--- src/design/cpuPkg.sv ---
// Width constants, opcode enum, ALU operation enum and sequencer state enum.
`default_nettype none

package cpuPkg;

	////////////////////////////////////////////////////////////////////////////
	// Sizes
	////////////////////////////////////////////////////////////////////////////

	localparam int Bits     = 16;                // Data and instruction width.
	localparam int RegBits  = 3;                 // Register index width.
	localparam int NumRegs  = 8;                 // Registers in the file.
	localparam int PcReg    = 7;                 // r7 is the program counter.
	localparam int MulSteps = 16;                // One multiply step per operand bit.
	localparam int StepBits = $clog2(MulSteps);  // Width of the step index.

	////////////////////////////////////////////////////////////////////////////
	// Encodings
	////////////////////////////////////////////////////////////////////////////

	// Opcode field, instruction bits 15 to 12.
	typedef enum logic [3:0]
	{
		opAdd  = 4'h0,
		opSub  = 4'h1,
		opAnd  = 4'h2,
		opOr   = 4'h3,
		opXor  = 4'h4,
		opShl  = 4'h5,
		opShr  = 4'h6,
		opLdi  = 4'h7,  // rd = zero-extended imm9.
		opLd   = 4'h8,  // rd = mem[ra].
		opSt   = 4'h9,  // mem[ra] = rd.
		opJmp  = 4'ha,  // r7 = ra.
		opMul  = 4'hb,  // rd = ra * rb, low 16 bits.
		opHalt = 4'hc
	} opcodeT;

	// ALU function select.
	typedef enum logic [3:0]
	{
		aluAdd,
		aluSub,
		aluAnd,
		aluOr,
		aluXor,
		aluShl,
		aluShr,
		aluPassA,
		aluMulStep
	} aluOpT;

	// Sequencer states.
	typedef enum logic [2:0]
	{
		sFetch,
		sDecode,
		sExec,
		sMem,
		sMulClear,
		sMul,
		sHalt
	} seqStateT;

endpackage

`default_nettype wire

--- src/design/regFileCtrlIf.sv ---
// Register-file control interface with sequencer and register-file modports.
`default_nettype none

interface regFileCtrlIf
	import cpuPkg::*;
();

	// One-hot load vectors, one per write source.
	logic [NumRegs-1:0] loadAlu;   // Load from ALU result.
	logic [NumRegs-1:0] loadMem;   // Load from memory read data.
	logic [NumRegs-1:0] loadImm;   // Load from instruction immediate.

	logic [NumRegs-1:0] inc;       // Per-register increment, loads take priority.

	// Read port selectors.
	logic [RegBits-1:0] aluASel;
	logic [RegBits-1:0] aluBSel;
	logic [RegBits-1:0] memDataSel;
	logic [RegBits-1:0] memAddrSel;

	logic [Bits-1:0]    imm;          // Immediate value.
	logic               aluBFromImm;  // Immediate replaces the B bus.

	// Sequencer side.
	modport ctrl
	(
		output loadAlu, loadMem, loadImm, inc,
		output aluASel, aluBSel, memDataSel, memAddrSel,
		output imm, aluBFromImm
	);

	// Register file side.
	modport regs
	(
		input loadAlu, loadMem, loadImm, inc,
		input aluASel, aluBSel, memDataSel, memAddrSel,
		input imm, aluBFromImm
	);

endinterface

`default_nettype wire

--- src/design/alu.sv ---
// Combinational ALU with arithmetic, logic, shift, pass and multiply step.
`default_nettype none

module alu
	import cpuPkg::*;
(
	input  aluOpT               op,
	input  logic [Bits-1:0]     a,
	input  logic [Bits-1:0]     b,
	input  logic [StepBits-1:0] stepIndex,  // Current multiply bit.
	input  logic [Bits-1:0]     acc,        // Running product, rd.
	output logic [Bits-1:0]     result
);

	logic [Bits-1:0] partial;  // a weighted by the current step.
	logic            bitSet;   // Multiplier bit for this step.

	assign partial = a << stepIndex;
	assign bitSet  = b[stepIndex];

	always_comb
	begin
		case (op)
			aluAdd:
				result = a + b;
			aluSub:
				result = a - b;
			aluAnd:
				result = a & b;
			aluOr:
				result = a | b;
			aluXor:
				result = a ^ b;
			aluShl:
				result = a << b;  // Amounts of 16 or more give zero.
			aluShr:
				result = a >> b;  // Logical.
			aluPassA:
				result = a;       // Jump target.
			aluMulStep:
			begin
				// Shift-and-add, one multiplier bit per cycle.
				if (bitSet)
					result = acc + partial;
				else
					result = acc;
			end
			default:
				result = a;
		endcase
	end

endmodule

`default_nettype wire

--- src/design/cpuCore.sv ---
// Core top level joining sequencer, step counter, register file and ALU.
`default_nettype none

module cpuCore
	import cpuPkg::*;
(
	input  logic            CLK,
	input  logic            reset,
	output logic [Bits-1:0] memAddr,
	output logic [Bits-1:0] memWrData,
	output logic            memRead,
	output logic            memWrite,
	output logic            halted,
	input  logic [Bits-1:0] memRdData,
	input  logic            memReady
);

	aluOpT               aluOp;
	logic                startMul;
	logic                lastStep;
	logic [StepBits-1:0] stepIndex;
	logic [Bits-1:0]     aluA;
	logic [Bits-1:0]     aluB;
	logic [Bits-1:0]     aluResult;

	regFileCtrlIf rfCtrl();  // Sequencer to register file.

	sequencer iSeq
	(
		.CLK       (CLK),
		.reset     (reset),
		.rf        (rfCtrl.ctrl),
		.aluOp     (aluOp),
		.memRead   (memRead),
		.memWrite  (memWrite),
		.halted    (halted),
		.startMul  (startMul),
		.lastStep  (lastStep),
		.memReady  (memReady),
		.memRdData (memRdData)
	);

	iterCounter iCounter
	(
		.CLK       (CLK),
		.reset     (reset),
		.start     (startMul),
		.stepIndex (stepIndex),
		.lastStep  (lastStep)
	);

	// Data and address ports drive the memory bus directly.
	registerFile iRegs
	(
		.CLK     (CLK),
		.reset   (reset),
		.ctrl    (rfCtrl.regs),
		.aluIn   (aluResult),
		.memIn   (memRdData),
		.aluA    (aluA),
		.aluB    (aluB),
		.memData (memWrData),
		.memAddr (memAddr)
	);

	// Accumulator shares the memory data port.
	alu iAlu
	(
		.op        (aluOp),
		.a         (aluA),
		.b         (aluB),
		.stepIndex (stepIndex),
		.acc       (memWrData),
		.result    (aluResult)
	);

endmodule

`default_nettype wire

--- src/design/iterCounter.sv ---
// Multiply step counter with ascending step index and last-step flag.
`default_nettype none

module iterCounter
	import cpuPkg::*;
(
	input  logic                CLK,
	input  logic                reset,
	input  logic                start,      // Load the step count.
	output logic [StepBits-1:0] stepIndex,  // 0 up to MulSteps-1.
	output logic                lastStep
);

	logic [StepBits:0] remaining;  // Steps left, zero when idle.

	always_ff @(posedge CLK)
	begin
		if (reset)
			remaining <= '0;
		else if (start)
			remaining <= MulSteps[StepBits:0];
		else if (remaining != '0)
			remaining <= remaining - 1'b1;
	end

	// Full count maps to 0, one left maps to the top step.
	assign stepIndex = MulSteps[StepBits-1:0] - remaining[StepBits-1:0];
	assign lastStep  = (remaining == 1);

endmodule

`default_nettype wire

--- src/design/registerFile.sv ---
// Eight-entry register file with three load sources, increment and four read ports.
`default_nettype none

module registerFile
	import cpuPkg::*;
(
	input  logic            CLK,
	input  logic            reset,
	regFileCtrlIf.regs      ctrl,
	input  logic [Bits-1:0] aluIn,    // ALU result.
	input  logic [Bits-1:0] memIn,    // Memory read data.
	output logic [Bits-1:0] aluA,     // ALU A bus.
	output logic [Bits-1:0] aluB,     // ALU B bus.
	output logic [Bits-1:0] memData,  // Memory write data bus.
	output logic [Bits-1:0] memAddr   // Memory address bus.
);

	logic [Bits-1:0] regs [NumRegs];

	////////////////////////////////////////////////////////////////////////////
	// Write side
	////////////////////////////////////////////////////////////////////////////

	// Loads beat increment on the same register.
	always_ff @(posedge CLK)
	begin
		if (reset)
		begin
			for (int i = 0; i < NumRegs; i++)
				regs[i] <= '0;
		end
		else
		begin
			for (int i = 0; i < NumRegs; i++)
			begin
				if (ctrl.loadAlu[i])
					regs[i] <= aluIn;
				else if (ctrl.loadMem[i])
					regs[i] <= memIn;
				else if (ctrl.loadImm[i])
					regs[i] <= ctrl.imm;
				else if (ctrl.inc[i])
					regs[i] <= regs[i] + Bits'(1);  // PC advance.
			end
		end
	end

	////////////////////////////////////////////////////////////////////////////
	// Read side
	////////////////////////////////////////////////////////////////////////////

	// Decoded mux. Selector goes one-hot, then AND-OR across the file.
	function automatic logic [Bits-1:0] readPort(input logic [RegBits-1:0] sel);
		logic [NumRegs-1:0] hit;
		logic [Bits-1:0]    word;
		hit  = NumRegs'(1) << sel;
		word = '0;
		for (int i = 0; i < NumRegs; i++)
			word |= regs[i] & {Bits{hit[i]}};
		return word;
	endfunction

	always_comb
	begin
		aluA    = readPort(ctrl.aluASel);
		memData = readPort(ctrl.memDataSel);  // Also the multiply accumulator.
		memAddr = readPort(ctrl.memAddrSel);
		// B bus, or the immediate in its place.
		if (ctrl.aluBFromImm)
			aluB = ctrl.imm;
		else
			aluB = readPort(ctrl.aluBSel);
	end

endmodule

`default_nettype wire

--- src/design/sequencer.sv ---
// Instruction register and control FSM for fetch, decode, execute, memory and multiply.
`default_nettype none

module sequencer
	import cpuPkg::*;
(
	input  logic            CLK,
	input  logic            reset,
	regFileCtrlIf.ctrl      rf,
	output aluOpT           aluOp,
	output logic            memRead,    // Held until memReady.
	output logic            memWrite,   // Held until memReady.
	output logic            halted,
	output logic            startMul,   // Kicks off the step counter.
	input  logic            lastStep,
	input  logic            memReady,
	input  logic [Bits-1:0] memRdData   // Instruction word on fetch.
);

	seqStateT        state;
	seqStateT        nextState;
	logic [Bits-1:0] ir;         // Instruction register.
	logic            nextRead;
	logic            nextWrite;
	logic            accessDone; // Strobe met by ready.

	// Instruction fields.
	opcodeT             opcode;
	logic [RegBits-1:0] rd;
	logic [RegBits-1:0] ra;
	logic [RegBits-1:0] rb;
	logic [Bits-1:0]    immZx;

	assign opcode = opcodeT'(ir[15:12]);
	assign rd     = ir[11:9];
	assign ra     = ir[8:6];
	assign rb     = ir[5:3];
	assign immZx  = Bits'(ir[8:0]);  // Zero-extended.

	assign accessDone = (memRead || memWrite) && memReady;
	assign halted     = (state == sHalt);

	function automatic logic [NumRegs-1:0] oneHot(input logic [RegBits-1:0] idx);
		return NumRegs'(1) << idx;
	endfunction

	// Register-register opcodes onto ALU functions.
	function automatic aluOpT toAluOp(input opcodeT op);
		case (op)
			opAdd:   return aluAdd;
			opSub:   return aluSub;
			opAnd:   return aluAnd;
			opOr:    return aluOr;
			opXor:   return aluXor;
			opShl:   return aluShl;
			opShr:   return aluShr;
			default: return aluPassA;
		endcase
	endfunction

	////////////////////////////////////////////////////////////////////////////
	// State, strobes and instruction register
	////////////////////////////////////////////////////////////////////////////

	always_ff @(posedge CLK)
	begin
		if (reset)
		begin
			state    <= sFetch;
			memRead  <= 1'b0;
			memWrite <= 1'b0;
			ir       <= '0;
		end
		else
		begin
			state    <= nextState;
			memRead  <= nextRead;
			memWrite <= nextWrite;
			if (state == sFetch && accessDone)
				ir <= memRdData;  // Latched in the ready edge.
		end
	end

	////////////////////////////////////////////////////////////////////////////
	// Control decode
	////////////////////////////////////////////////////////////////////////////

	always_comb
	begin
		// Quiet defaults. Selectors follow the instruction fields.
		nextState      = state;
		nextRead       = 1'b0;
		nextWrite      = 1'b0;
		startMul       = 1'b0;
		aluOp          = aluPassA;
		rf.loadAlu     = '0;
		rf.loadMem     = '0;
		rf.loadImm     = '0;
		rf.inc         = '0;
		rf.aluASel     = ra;
		rf.aluBSel     = rb;
		rf.memDataSel  = rd;
		rf.memAddrSel  = RegBits'(PcReg);
		rf.imm         = immZx;
		rf.aluBFromImm = 1'b0;  // No immediate-operand ALU forms.

		case (state)
			sFetch:
			begin
				// Strobe rises the cycle after entry, drops after ready.
				if (accessDone)
				begin
					rf.inc    = oneHot(RegBits'(PcReg));
					nextState = sDecode;
				end
				else
					nextRead = 1'b1;
			end
			sDecode:
			begin
				case (opcode)
					opAdd, opSub, opAnd, opOr, opXor, opShl, opShr, opLdi, opJmp:
						nextState = sExec;
					opLd, opSt:
						nextState = sMem;
					opMul:
						nextState = sMulClear;
					opHalt:
						nextState = sHalt;
					default:
						nextState = sFetch;  // Unused codes act as no-ops.
				endcase
			end
			sExec:
			begin
				case (opcode)
					opLdi:
						rf.loadImm = oneHot(rd);
					opJmp:
						rf.loadAlu = oneHot(RegBits'(PcReg));  // Through aluPassA.
					default:
					begin
						aluOp      = toAluOp(opcode);
						rf.loadAlu = oneHot(rd);
					end
				endcase
				nextState = sFetch;
			end
			sMem:
			begin
				rf.memAddrSel = ra;  // Data port already on rd.
				if (accessDone)
				begin
					if (opcode == opLd)
						rf.loadMem = oneHot(rd);
					nextState = sFetch;
				end
				else
				begin
					nextRead  = (opcode == opLd);
					nextWrite = (opcode == opSt);
				end
			end
			sMulClear:
			begin
				rf.imm     = '0;  // Clear the accumulator.
				rf.loadImm = oneHot(rd);
				startMul   = 1'b1;
				nextState  = sMul;
			end
			sMul:
			begin
				aluOp      = aluMulStep;  // Accumulator read on memDataSel.
				rf.loadAlu = oneHot(rd);
				if (lastStep)
					nextState = sFetch;
			end
			sHalt:
				nextState = sHalt;  // Only reset leaves.
			default:
				nextState = sFetch;
		endcase
	end

endmodule

`default_nettype wire

--- config.mk ---
export PLATFORM = sky130hd
export DESIGN_NAME = cpuCore
export DESIGN_NICKNAME = d
export VERILOG_FILES = /design/src/design/cpuPkg.sv /design/src/design/regFileCtrlIf.sv /design/src/design/alu.sv /design/src/design/cpuCore.sv /design/src/design/iterCounter.sv /design/src/design/registerFile.sv /design/src/design/sequencer.sv
export SDC_FILE = /design/constraint.sdc
export NUM_CORES = 1
export LEC_CHECK = 0
export BUFFER_PORTS_ARGS = -buffer_cell sky130_fd_sc_hd__buf_2
export CAP_MARGIN = 10
export CORE_MARGIN = 2
export CORE_UTILIZATION = 30
export CTS_CLUSTER_SIZE = 24
export DETAILED_ROUTE_END_ITERATION = 6
export PLACE_DENSITY = 0.41
export SLEW_MARGIN = 40
export SYNTH_ARGS = -nofsm -noshare
export SYNTH_HDL_FRONTEND = slang
export SYNTH_HIERARCHICAL = 1
export SYNTH_SLANG_ARGS = --single-unit
--- constraint.sdc ---
create_clock -name CLK -period 6.1 [get_ports CLK]
set_input_delay 0.305 -clock CLK [delete_from_list [all_inputs] [get_ports CLK]]
set_output_delay 0.305 -clock CLK [all_outputs]
set_load 0.01 [all_outputs]
==> impl_metrics.yaml <==
clock_network:
  htree_levels: 4
  path_clk_slew_ns: 0.08
  clock-root-buffer: "clkbuf_16"
  cts.sinks: 157
  cts_tree: "built"
  cts_buffers: 17
  cts.path.max_buffers: 2
  clock_latency_ns: 0.48
yosys:
  yosys.area.top_type_share_pct: 17.9
  synthTopCellsByArea: "edfxtp_1 18%, mux2i_1 8.4%, mux4_2 6.5%"
  synth-main-ff-cell: "edfxtp_1"
  synth_top_area_cell: "edfxtp_1"
  yosys_register_bits: 157
  ys_types: 99
  ys_async_sr_fraction_pct: 0
  synth_most_common_cell: "nor2_1"
  synth_edf_count: 128
  yosys-top-cells-count: "284 x nor2_1, 232 x nand2_1, 190 x a21oi_1"
  yosysWarnings: 6
  synthesis.instances: 2680
  postSynthAreaPerCell_um2: 8.00
  seq_area_frac_synth_pct: 20.6
  synth_area_um2: 21400
place:
  place_hpwl_mm: 98.1
  io_buffers: 53
  gp_congestion: 1.06
  place_area_um2: 23600
floorplanning:
  num_io_pins: 54
  fp.coreArea_um2: 70400
  die_y_um: 271
  initial_core_util_pct: 30.4
  num_rows: 97
  die_area_um2: 73600
  die_w_um: 271
setup_path:
  required_ns: 6.32
  r2r_slack_ns: 0.29
  critPathKind: "flip-flop to flip-flop"
  cp_slowest_stage_delay_ns: 0.74
  slowest_stage: "o22ai_1"
  critPathBufInv: 4
  start_kind: "flip-flop"
  cp-end-kind: "flip-flop"
  crit_path_max_fanout: 12
  path_cells: "buf_4, nor2_1, a221oi_1, o22ai_1, mux2i_1, buf_4, o32ai_1, ha_1, a21oi_1, o21ai_0, a21oi_1, o21ai_0, buf_4, a31oi_1, mux2i_1, xnor2_1, o211ai_1, buf_12, mux2i_1, nor2_1, a21oi_1, o22ai_1"
  arrival_ns: 6.03
  crit_family: "compound AO/OA/AOI/OAI gates"
detailed_routing:
  viasPerCell: 6.46
  first_pass_iters: 6
  vias: 23500
  ant_nets: 0
  routed_wirelength_mm: 130
  drc: 0
  drt-initial-drc-count: 3067
  wire_per_inst_um: 35.6
outcome:
  status: "finished, final reports clean"
global_routing:
  grt_pass1_wl_mm: 178
  antenna_found_initial: 3
  grt_pass1_vias: 21767
  grtUsageTotal_pct: 34.2
  gr-total-overflow: 0
  grt_max_degree: 46
timing:
  max_freq_ghz: 0.172
  finClkSkew_ns: 0.0182
  worstMarginPinSlew_ns: 1.01
  finalSetupViolCount: 0
  rsz0062_at_grt: "no"
  relSlewSlack_pct: 33.0
  holdWs_ns: 0.297
  min_period_over_period_pct: 95.3
  hold_violations: 0
  drv_slew: 0
  fin_setup_tns_ns: 0
  finalCriticalPeriod_ns: 5.81
cells_and_area:
  syn2layout_area_growth_pct: 13.2
  finish.net_count: 2775
  drive_gt1_share_pct: 19.1
  fin_area_um2: 24200
power_and_ir_drop:
  power.total_w: 0.00878
  power.leakage_nw: 8.65
  power.density_nw_per_um2: 362
  irDropWorstVdd_uv: 229
flow_run:
  drv_cap: 0
min_path:
  hold_path.class: "primary input to flip-flop"
cells by family (layout without fill, tap and decap cells):
kind of cell | count (synthesis) | after routing | synth area share (%)
adder cells (fa/ha/maj) | 77 | 77 | 4.54
AND/OR/NAND/NOR | 901 | 901 | 20.6
multiplexers | 295 | 295 | 17.8
AO/OA/AOI/OAI | 717 | 717 | 22.0
other | 1 | 17 | 0.0175
XOR/XNOR | 154 | 154 | 6.29
flip-flops | 157 | 157 | 20.6
buffers and inverters | 378 | 378 | 8.12
worst paths after layout:
path,start,endpoint,cells after the start
max,iSeq/ir[6]$_SDFFE_PP0N_,iRegs/regs[0][15]$_SDFFCE_PN0P_,22
max reg2reg,iSeq/ir[6]$_SDFFE_PP0N_,iRegs/regs[0][15]$_SDFFCE_PN0P_,22
min,memRdData[0],iSeq/ir[0]$_SDFFE_PP0N_,3
min reg2reg,iSeq/ir[0]$_SDFFE_PP0N_,iSeq/ir[0]$_SDFFE_PP0N_,2
report_power, final:
part           internal (W)  switching, W
registers           0.00132      0.000335
logic               0.00220       0.00372
clock network      0.000697      0.000510
state kept, by name (all words and copies together), names as in the netlist, named ones only:
| name | count |
|---|---|
| iRegs/regs | 128 |
| iSeq/memWrite | 1 |
| iSeq/memRead | 1 |
| iSeq/state | 3 |
| iCounter/remaining | 5 |
| iSeq/ir | 16 |
tightest hold or removal path, cell delays in order:
cell,delay [ns]
buf_2,0.24
nand3_1,0.12
a21oi_1,0.06
layout by cell type (no fill, tap or decap), types with 52 or more instances in the layout:
master,Yosys,layout
mux2i_1,180,180
edfxtp_1,128,128
o22ai_1,103,103
xnor2_1,76,75
buf_4,36,214
mux2_2,52,52
nor2_1,284,283
inv_1,57,57
a21oi_1,190,186
o21ai_0,107,103
ha_1,73,73
mux4_2,62,62
nand2_1,232,232
buf_2,67,52
nand3_1,110,110
xor2_1,78,78
final cells by class:
cell class / instances / area (um2)
Timing Repair Buffer: 284 / 2220
Sequential cell: 157 / 4430
Clock inverter: 10 / 163
Clock buffer: 22 / 454
Multi-Input combinational cell: 2159 / 15600
Antenna cell: 2 / 5.00
Fill cell: 7489 / 46100
Inverter: 62 / 233
Tap cell: 940 / 1180
metrics by stage:
stage / util [%] / cells / setup slack (ns)
4_1_cts: 34.4 / 3633 / 0.198
6_report: 34.4 / 3636 / 0.287
3_5_place_dp: 33.5 / 3601 / 0.244
5_1_grt: 34.4 / 3634 / 0.00387
2_1_floorplan: - / 2694 / 0.471
3_3_place_gp: 33.4 / 3599 / 0.124
repair_timing:
item | in CTS | in global routing
setup buffers | 0 | 0
endpoints found under the setup margin | 0 | 29
hold buffers | 0 | 0
resized for setup | 0 | 5
layer usage:
layer  vias to the layer above  share of wire [%]  global-route usage (%)
li1                       9938                  -                       -
met1                     11778                 39                    43.4
met2                      1433                 45                    53.5
met3                       351                9.3                    7.57
met4                         0                6.7                    19.7
met5                         -                  0                       0
(Power assumes the default switching activity.)
